<file path="src/hw/cart_cfg.svh">
`ifndef CART_CFG_SVH
`define CART_CFG_SVH

// ROM side of the cartridge bus, byte wide only
`define ROM_AW 24

// battery-backed save RAM
`define BSRAM_AW 20

// CPU and memory data width
`define DW 8

// MSU register window start, 8 registers from here
`define MSU_BASE 16'h2000

// flash pack write-enable register, banks $00-$0F
`define FLASH_REG 16'h5000

`endif

</file>
<file path="src/hw/snes_bus_pkg.sv">
`include "cart_cfg.svh"

package snes_bus_pkg;

  // CPU side of the cartridge slot, as seen by the mappers
  typedef struct packed {
    logic [`ROM_AW-1:0] ca;
    logic               cpurd_n;
    logic               cpuwr_n;
    logic               romsel_n;
    logic               ramsel_n;
    // write data from the CPU
    logic [`DW-1:0]     dout;
    logic               sysclkf_ce;
  } cpu_bus_t;

  // ROM strobes, we_n only ever drops for flash writes
  typedef struct packed {
    logic [`ROM_AW-1:0] addr;
    logic [`DW-1:0]     d;
    logic               ce_n;
    logic               oe_n;
    logic               we_n;
  } rom_bus_t;

  typedef struct packed {
    logic [`BSRAM_AW-1:0] addr;
    logic [`DW-1:0]       d;
    logic                 ce_n;
    logic                 oe_n;
    logic                 we_n;
  } bsram_bus_t;

endpackage

</file>
<file path="src/hw/cart_pkg.sv">
`include "cart_cfg.svh"

package cart_pkg;
  import snes_bus_pkg::*;

  // rom_type[7:4]
  typedef enum logic [3:0] {
    CHIP_NONE  = 4'h0,
    CHIP_FLASH = 4'h3
  } chip_e;

  // rom_type[0]
  typedef enum logic {
    LAYOUT_LO = 1'b0,
    LAYOUT_HI = 1'b1
  } layout_e;

  // read offsets; the write registers share offsets 4 to 6
  typedef enum logic [2:0] {
    STATUS = 3'd0,
    ID0    = 3'd2,
    ID1    = 3'd3,
    ID2    = 3'd4,
    ID3    = 3'd5,
    ID4    = 3'd6,
    ID5    = 3'd7
  } msu_reg_e;

  localparam msu_reg_e TRACK_LO = ID2;
  localparam msu_reg_e TRACK_HI = ID3;
  localparam msu_reg_e VOLUME   = ID4;

  typedef struct packed {
    rom_bus_t       rom;
    bsram_bus_t     bsram;
    logic [`DW-1:0] di;
    logic           di_valid;
  } mapper_out_t;

  // LoROM save RAM, banks $70-$7D below $8000
  function automatic logic lo_bsram_hit(input logic [`ROM_AW-1:0] ca);
    return (ca[23:16] >= 8'h70) && (ca[23:16] <= 8'h7D) && !ca[15];
  endfunction

  // 32K pages, A15 dropped
  function automatic logic [`ROM_AW-1:0] lo_rom_addr(input logic [`ROM_AW-1:0] ca,
                                                     input logic [`ROM_AW-1:0] mask);
    return {2'b00, ca[22:16], ca[14:0]} & mask;
  endfunction

  function automatic logic [`BSRAM_AW-1:0] lo_bsram_addr(input logic [`ROM_AW-1:0] ca,
                                                         input logic [`BSRAM_AW-1:0] mask);
    return {1'b0, ca[19:16], ca[14:0]} & mask;
  endfunction

endpackage

</file>
<file path="src/hw/lhrom_mapper.sv">
`timescale 1ns/1ps
`include "cart_cfg.svh"

module lhrom_mapper
  import snes_bus_pkg::*;
  import cart_pkg::*;
(
  input  logic                 mclk,
  input  logic                 rst_n,
  input  cpu_bus_t             cpu,
  input  logic [7:0]           rom_type,
  input  logic [`ROM_AW-1:0]   rom_mask,
  input  logic [`BSRAM_AW-1:0] ram_mask,
  input  logic [`DW-1:0]       rom_q,
  input  logic [`DW-1:0]       bsram_q,
  output mapper_out_t          out
);

  layout_e    layout;
  logic [7:0] bank;
  logic       hi_bsram_hit;
  logic       bsram_hit;
  logic       rom_hit;

  assign layout = layout_e'(rom_type[0]);
  assign bank   = cpu.ca[23:16];

  // hirom sram at $6000-$7FFF in banks $20-$3F and $A0-$BF
  assign hi_bsram_hit = (bank[6:5] == 2'b01) && (cpu.ca[15:13] == 3'b011);
  assign bsram_hit    = (layout == LAYOUT_HI) ? hi_bsram_hit : lo_bsram_hit(cpu.ca);
  assign rom_hit      = !cpu.romsel_n && !bsram_hit;

  always_comb begin
    out = '0;
    if (layout == LAYOUT_HI) begin
      out.rom.addr   = {2'b00, cpu.ca[21:0]} & rom_mask;
      out.bsram.addr = {2'b00, cpu.ca[20:16], cpu.ca[12:0]} & ram_mask;
    end else begin
      out.rom.addr   = lo_rom_addr(cpu.ca, rom_mask);
      out.bsram.addr = lo_bsram_addr(cpu.ca, ram_mask);
    end

    // plain mask ROM, never written
    out.rom.d    = '0;
    out.rom.ce_n = !rom_hit;
    out.rom.oe_n = cpu.cpurd_n;
    out.rom.we_n = 1'b1;

    out.bsram.d    = cpu.dout;
    out.bsram.ce_n = !bsram_hit;
    out.bsram.oe_n = cpu.cpurd_n;
    out.bsram.we_n = !(bsram_hit && !cpu.cpuwr_n);

    if (!cpu.cpurd_n) begin
      if (rom_hit) begin
        out.di       = rom_q;
        out.di_valid = 1'b1;
      end else if (bsram_hit) begin
        out.di       = bsram_q;
        out.di_valid = 1'b1;
      end
    end
  end

  a_one_chip: assert property (@(posedge mclk) disable iff (!rst_n)
    !(!out.rom.ce_n && !out.bsram.ce_n));

endmodule

</file>
<file path="src/hw/flash_mapper.sv">
`timescale 1ns/1ps
`include "cart_cfg.svh"

module flash_mapper
  import snes_bus_pkg::*;
  import cart_pkg::*;
(
  input  logic                 mclk,
  input  logic                 rst_n,
  input  cpu_bus_t             cpu,
  input  logic [7:0]           rom_type,
  input  logic [`ROM_AW-1:0]   rom_mask,
  input  logic [`BSRAM_AW-1:0] ram_mask,
  input  logic [`DW-1:0]       rom_q,
  input  logic [`DW-1:0]       bsram_q,
  output mapper_out_t          out,
  output logic                 flash_active
);

  logic write_en;
  logic reg_hit;
  logic bsram_hit;
  logic rom_hit;
  logic rom_wr;

  assign flash_active = (chip_e'(rom_type[7:4]) == CHIP_FLASH);

  // control register lives in banks $00-$0F only
  assign reg_hit   = (cpu.ca[23:20] == 4'h0) && (cpu.ca[15:0] == `FLASH_REG);
  assign bsram_hit = lo_bsram_hit(cpu.ca);
  assign rom_hit   = !cpu.romsel_n && !bsram_hit;
  assign rom_wr    = rom_hit && !cpu.cpuwr_n && write_en;

  always_ff @(posedge mclk) begin
    if (!rst_n) begin
      write_en <= 1'b0;
    end else if (cpu.sysclkf_ce && !cpu.cpuwr_n && reg_hit) begin
      write_en <= cpu.dout[0];
    end
  end

  always_comb begin
    out = '0;

    out.rom.addr = lo_rom_addr(cpu.ca, rom_mask);
    out.rom.d    = cpu.dout;
    // chip is selected for a write even when it is locked
    out.rom.ce_n = !rom_hit;
    out.rom.oe_n = cpu.cpurd_n;
    out.rom.we_n = !rom_wr;

    out.bsram.addr = lo_bsram_addr(cpu.ca, ram_mask);
    out.bsram.d    = cpu.dout;
    out.bsram.ce_n = !bsram_hit;
    out.bsram.oe_n = cpu.cpurd_n;
    out.bsram.we_n = !(bsram_hit && !cpu.cpuwr_n);

    if (!cpu.cpurd_n) begin
      if (reg_hit) begin
        out.di       = {{(`DW-1){1'b0}}, write_en};
        out.di_valid = 1'b1;
      end else if (rom_hit) begin
        out.di       = rom_q;
        out.di_valid = 1'b1;
      end else if (bsram_hit) begin
        out.di       = bsram_q;
        out.di_valid = 1'b1;
      end
    end
  end

  a_locked: assert property (@(posedge mclk) disable iff (!rst_n)
    !out.rom.we_n |-> write_en);

endmodule

</file>
<file path="src/hw/msu_regs.sv">
`timescale 1ns/1ps
`include "cart_cfg.svh"

module msu_regs
  import snes_bus_pkg::*;
  import cart_pkg::*;
(
  input  logic           mclk,
  input  logic           rst_n,
  input  cpu_bus_t       cpu,
  input  logic           msu_enable,
  input  logic           msu_track_mounting,
  input  logic           msu_track_missing,
  output logic           msu_sel,
  output logic [`DW-1:0] msu_do,
  output logic [15:0]    msu_track_num,
  output logic           msu_track_request,
  output logic [7:0]     msu_volume
);

  msu_reg_e reg_off;
  logic     in_window;
  logic     wr_take;
  logic     hi_take;
  logic     hi_take_q;

  // system area banks only, $2000-$2007
  assign in_window = msu_enable && !cpu.ca[22] &&
                     ((cpu.ca[15:0] & 16'hFFF8) == `MSU_BASE);
  assign reg_off   = msu_reg_e'(cpu.ca[2:0]);
  assign msu_sel   = in_window && !cpu.cpurd_n;
  assign wr_take   = in_window && cpu.sysclkf_ce && !cpu.cpuwr_n;
  assign hi_take   = wr_take && (reg_off == TRACK_HI);

  always_comb begin
    case (reg_off)
      // revision 1 in the low bits
      STATUS:  msu_do = {1'b0, msu_track_mounting, 2'b00, msu_track_missing, 3'd1};
      ID0:     msu_do = 8'h53;
      ID1:     msu_do = 8'h2D;
      ID2:     msu_do = 8'h4D;
      ID3:     msu_do = 8'h53;
      ID4:     msu_do = 8'h55;
      ID5:     msu_do = 8'h31;
      default: msu_do = 8'h00;
    endcase
  end

  always_ff @(posedge mclk) begin
    if (!rst_n) begin
      msu_track_num     <= 16'h0000;
      msu_volume        <= 8'h00;
      msu_track_request <= 1'b0;
      hi_take_q         <= 1'b0;
    end else begin
      hi_take_q <= hi_take;
      // one pulse per track write, even if the strobe is held
      msu_track_request <= hi_take && !hi_take_q;
      if (wr_take) begin
        case (reg_off)
          TRACK_LO: msu_track_num[7:0]  <= cpu.dout;
          TRACK_HI: msu_track_num[15:8] <= cpu.dout;
          VOLUME:   msu_volume          <= cpu.dout;
          default:  ;
        endcase
      end
    end
  end

  a_req_pulse: assert property (@(posedge mclk) disable iff (!rst_n)
    msu_track_request |=> !msu_track_request);

endmodule

</file>
<file path="src/hw/cart_arbiter.sv">
`timescale 1ns/1ps
`include "cart_cfg.svh"

module cart_arbiter
  import snes_bus_pkg::*;
  import cart_pkg::*;
(
  input  mapper_out_t    lh,
  input  mapper_out_t    fl,
  input  logic           flash_active,
  input  logic           msu_sel,
  input  logic [`DW-1:0] msu_do,
  input  logic           mclk,
  output rom_bus_t       rom,
  output bsram_bus_t     bsram,
  output logic [`DW-1:0] cpu_di
);

  mapper_out_t grant;

  // base mapper owns the buses unless a flash pack is loaded
  assign grant = flash_active ? fl : lh;
  assign rom   = grant.rom;
  assign bsram = grant.bsram;

  always_comb begin
    if (msu_sel) begin
      cpu_di = msu_do;
    end else if (grant.di_valid) begin
      cpu_di = grant.di;
    end else begin
      cpu_di = '0;
    end
  end

  // msu window is outside ROM space in every layout
  a_msu_no_rom: assert property (@(posedge mclk) msu_sel |-> rom.ce_n);

endmodule

</file>
<file path="src/hw/cart_bus_top.sv">
`timescale 1ns/1ps
`include "cart_cfg.svh"

module cart_bus_top
  import snes_bus_pkg::*;
  import cart_pkg::*;
(
  input  logic                 mclk,
  input  logic                 rst_n,
  input  cpu_bus_t             cpu,
  input  logic [7:0]           rom_type,
  input  logic [`ROM_AW-1:0]   rom_mask,
  input  logic [`BSRAM_AW-1:0] ram_mask,
  input  logic [`DW-1:0]       rom_q,
  input  logic [`DW-1:0]       bsram_q,
  input  logic                 msu_enable,
  input  logic                 msu_track_mounting,
  input  logic                 msu_track_missing,
  output rom_bus_t             rom,
  output bsram_bus_t           bsram,
  output logic [`DW-1:0]       cpu_di,
  output logic [15:0]          msu_track_num,
  output logic                 msu_track_request,
  output logic [7:0]           msu_volume
);

  mapper_out_t    lh_out;
  mapper_out_t    fl_out;
  logic           flash_active;
  logic           msu_sel;
  logic [`DW-1:0] msu_do;

  lhrom_mapper u_lhrom (
    .mclk     (mclk),
    .rst_n    (rst_n),
    .cpu      (cpu),
    .rom_type (rom_type),
    .rom_mask (rom_mask),
    .ram_mask (ram_mask),
    .rom_q    (rom_q),
    .bsram_q  (bsram_q),
    .out      (lh_out)
  );

  flash_mapper u_flash (
    .mclk         (mclk),
    .rst_n        (rst_n),
    .cpu          (cpu),
    .rom_type     (rom_type),
    .rom_mask     (rom_mask),
    .ram_mask     (ram_mask),
    .rom_q        (rom_q),
    .bsram_q      (bsram_q),
    .out          (fl_out),
    .flash_active (flash_active)
  );

  msu_regs u_msu (
    .mclk               (mclk),
    .rst_n              (rst_n),
    .cpu                (cpu),
    .msu_enable         (msu_enable),
    .msu_track_mounting (msu_track_mounting),
    .msu_track_missing  (msu_track_missing),
    .msu_sel            (msu_sel),
    .msu_do             (msu_do),
    .msu_track_num      (msu_track_num),
    .msu_track_request  (msu_track_request),
    .msu_volume         (msu_volume)
  );

  cart_arbiter u_arb (
    .lh           (lh_out),
    .fl           (fl_out),
    .flash_active (flash_active),
    .msu_sel      (msu_sel),
    .msu_do       (msu_do),
    .mclk         (mclk),
    .rom          (rom),
    .bsram        (bsram),
    .cpu_di       (cpu_di)
  );

endmodule

</file>
<file path="config.mk">
export PLATFORM = sky130hd
export DESIGN_NAME = cart_bus_top
export DESIGN_NICKNAME = d
export VERILOG_FILES = /design/src/hw/snes_bus_pkg.sv /design/src/hw/cart_pkg.sv /design/src/hw/lhrom_mapper.sv /design/src/hw/flash_mapper.sv /design/src/hw/msu_regs.sv /design/src/hw/cart_arbiter.sv /design/src/hw/cart_bus_top.sv
export VERILOG_INCLUDE_DIRS = /design/src /design/src/hw
export SDC_FILE = /design/constraint.sdc
export NUM_CORES = 1
export LEC_CHECK = 0
export ABC_AREA = 1
export ABC_CLOCK_PERIOD_IN_PS = 2300
export BUFFER_PORTS_ARGS = -buffer_cell sky130_fd_sc_hd__buf_4
export CAP_MARGIN = 20
export CORE_AREA = 2 2 94 96
export CTS_CLUSTER_SIZE = 10
export DETAILED_ROUTE_END_ITERATION = 12
export DIE_AREA = 0 0 96 98
export HOLD_SLACK_MARGIN = 0.02
export PLACE_DENSITY_LB_ADDON = 0.1
export SLEW_MARGIN = 0
export SYNTH_ARGS = -nofsm -noshare
export SYNTH_HDL_FRONTEND = slang
export SYNTH_SLANG_ARGS = --single-unit
</file>
<file path="constraint.sdc">
create_clock -name mclk -period 2.3 [get_ports mclk]
set_input_delay 0.345 -clock mclk [delete_from_list [all_inputs] [get_ports mclk]]
set_output_delay 0.345 -clock mclk [all_outputs]
set_load 0.01 [all_outputs]
</file>
==> impl_metrics.py <==
metrics = {
    "die": {
        "die_w_um": 96,
        "die_y_um": 98,
        "rows": 34,
        "core_area_mm2": 0.00847,
        "ios": 209,
        "initial_utilization_pct": 28.8,
        "die_area_mm2": 0.00941,
    },
    "synth": {
        "synth_area_leader_cell": "nand2_1",
        "syn_area_mm2": 0.00244,
        "syn_inst": 451,
        "synth_seq_cells": 27,
        "ys_seq_area_share_pct": 22.1,
        "synthTopCellsByArea": "nand2_1 24%, dfxtp_1 22%, nor2_1 15%",
        "ys.flop_type": "dfxtp_1",
        "async_reset_ff_share_pct": 0,
        "avgSynthCellArea_um2": 5.41,
        "yosysTopAreaCellShare_pct": 23.7,
        "yosys_warnings": 0,
        "synth_enable_flop_cells": 0,
        "synth_cell_types": 27,
        "yosysMostFrequentCell": "nand2_1",
        "synth_commonest_cells": "154 x nand2_1, 95 x nor2_1, 57 x inv_1",
    },
    "timing": {
        "period_minus_slack_ps": 2100,
        "fmax_mhz": 476,
        "fin_skew_ps": 4.02,
        "rsz0062_at_grt": "false",
        "setup_violations": 0,
        "final.setup.tns_ps": 0,
        "finalMaxSlewViolations": 0,
        "fin_crit_sh_pct": 91.4,
        "hold_viol_final": 0,
    },
    "cells_and_area": {
        "final_util_pct": 47.3,
        "layout.area.seq_um2": 541,
        "nets": 749,
        "fill_cells": 961,
        "area_growth_pct": 64.0,
        "n_antenna_cell": 0,
        "drive_gt1_share_pct": 35.1,
        "multi_input_area_mm2": 0.00153,
    },
    "detailed_routing": {
        "num_vias": 3349,
        "antenna_left": 0,
        "firstDrtPassIters": 4,
        "post_drt_wl_per_cell_um": 13.1,
        "wirelength_um": 9740,
        "drt_iter0_drc": 138,
        "viasPerCell": 4.49,
        "drt_drc_violations_left": 0,
    },
    "worst_setup_path": {
        "cp_data_required_time_ps": 1960,
        "cp-end-kind": "primary output",
        "reg2reg_from": "u_flash.write_en",
        "worstSetupPathType": "in2out",
        "start_kind": "input pin",
        "timing.critical_path.slowest_stage_cell": "nand2_1",
        "cp_cell_sequence": "buf_4, inv_1, nor2_1, nand4_1, nand2_1, nand2_1, nand3_1, nand2_1, o21ai_0, buf_4",
        "r2r_cells": 2,
        "cpMostUsedCell": "nand2_1",
        "rr_endpoint": "u_flash.write_en",
        "r2r_slack_ps": 1600,
        "cpPeakStageDelay_ps": 310,
        "cp.arrival_ps": 1760,
        "path_max_fanout": 9,
    },
    "hold_path": {
        "hold_depth": 3,
        "hold_class": "in2reg",
        "min_from": "cpu[6]",
        "whs_endpoint": "u_msu.msu_track_num[13]",
    },
    "clocking": {
        "cts-root-buf": "clkbuf_8",
        "ctsHoldBuffers": 0,
        "path_clk_slew_ps": 90,
        "cts_resized": 0,
        "clkLatencyLatePin_ps": 270,
        "cts_buffers": 3,
        "cts_buffer_depth": 2,
        "cts_tree": "built",
        "post-cts-setup-buffers": 0,
        "clkSinkCount": 27,
        "h-tree-depth": 1,
    },
    "power": {
        "p_leak_nw": 2.36,
        "ir_drop_mv": 0.224,
        "powerDensity_mw_per_mm2": 306,
    },
    "placed_design": {
        "gp_congestion": 0.902,
        "place_hpwl_um": 8260,
        "io_buffers": 198,
    },
    "global_route": {
        "grt_max_degree": 26,
        "grt_usage_pct": 19.8,
        "grt_pass1_vias": 2985,
        "grt_pass1_wl_um": 15000,
        "grt_antenna_before_repair": 0,
        "overflow": 0,
    },
    "run": {
        "drv_cap": 0,
    },
    "status": {
        "status": "finished clean",
    },
}
[registers in the layout, summed over array words and instances (netlist names)]
signal,flops
u_msu.msu_track_num,16
u_msu.msu_volume,8
u_flash.write_en,1
u_msu.hi_take_q,1
u_msu.msu_track_request,1
[layout by cell type (no fill, tap or decap), types with 6 or more instances in the layout]
cell and count:
buf_4 204, nand2_1 154, nor2_1 95, inv_1 57
nand3_1 29, dfxtp_1 27, o21ai_0 22, a21oi_1 13
nand4_1 6
[final cells by class]
type / count / area share (%)
clock buffers: 3 / 1.03
inverters: 59 / 5.53
clock inverters: 1 / 0.188
flip-flops and latches: 27 / 13.5
well taps: 108 / 3.38
repair buffers: 204 / 38.3
multi-input cells: 344 / 38.1
[layer usage]
| metal | part of all wire, % | track usage, % | vias to the layer above |
|---|---|---|---|
| li1 | - | - | 1743 |
| met1 | 44 | 27.5 | 1470 |
| met2 | 48 | 33.3 | 132 |
| met3 | 6.9 | 2.24 | 4 |
| met4 | 0.66 | 3.19 | 0 |
| met5 | 0 | 0 | - |
[per-stage QoR]
| stage | worst slack (ps) | power, mW | cells | instance area [um2] | hold slack (ps) |
|---|---|---|---|---|---|
| detailed placement | 225 | 0.961 | 742 | 3960 | 386 |
| global route | 30.1 | 1.30 | 746 | 4000 | 350 |
| floorplan | 498 | 0.678 | 453 | 2450 | 375 |
| CTS | 236 | 1.24 | 746 | 4000 | 344 |
| global placement | 249 | 0.957 | 742 | 3960 | 384 |
| finish | 198 | 1.23 | 746 | 4000 | 346 |
[worst max-delay path: cells and delay by family]
kind	cells	cell delay (ps)
compound gates	1	200
simple gates	6	880
buf+inv	3	330
[cell families (layout without fill, tap and decap cells)]
kind of cell | count (synthesis) | count (layout) | share of synthesized area, %
simple gates | 302 | 302 | 53.6
buf+inv | 82 | 267 | 15.6
other cells | 1 | 3 | 0.154
compound gates | 39 | 39 | 8.46
flops | 27 | 27 | 22.1
[how the worst max path moves through the flow]
stage / cells after the start / end / from / slack [ps]
finish: 10 / cpu_di[3] / cpu[33] / 200
CTS: 10 / cpu_di[3] / cpu[33] / 240
detailed placement: 10 / cpu_di[3] / cpu[33] / 220
floorplan: 8 / rom[28] / rom_type[7] / 500
global placement: 10 / cpu_di[3] / cpu[33] / 250
global route: 10 / cpu_di[3] / cpu[33] / 30
[power by group]
| part | switching [mW] | leakage (nW) | internal, mW | total, mW |
|---|---|---|---|---|
| combinational | 0.240 | 2.12 | 0.241 | 0.481 |
| sequential | 0.000000532 | 0.217 | 0.467 | 0.467 |
| clock | 0.155 | 0.0217 | 0.123 | 0.278 |
Power figures use the tool's default switching activity.
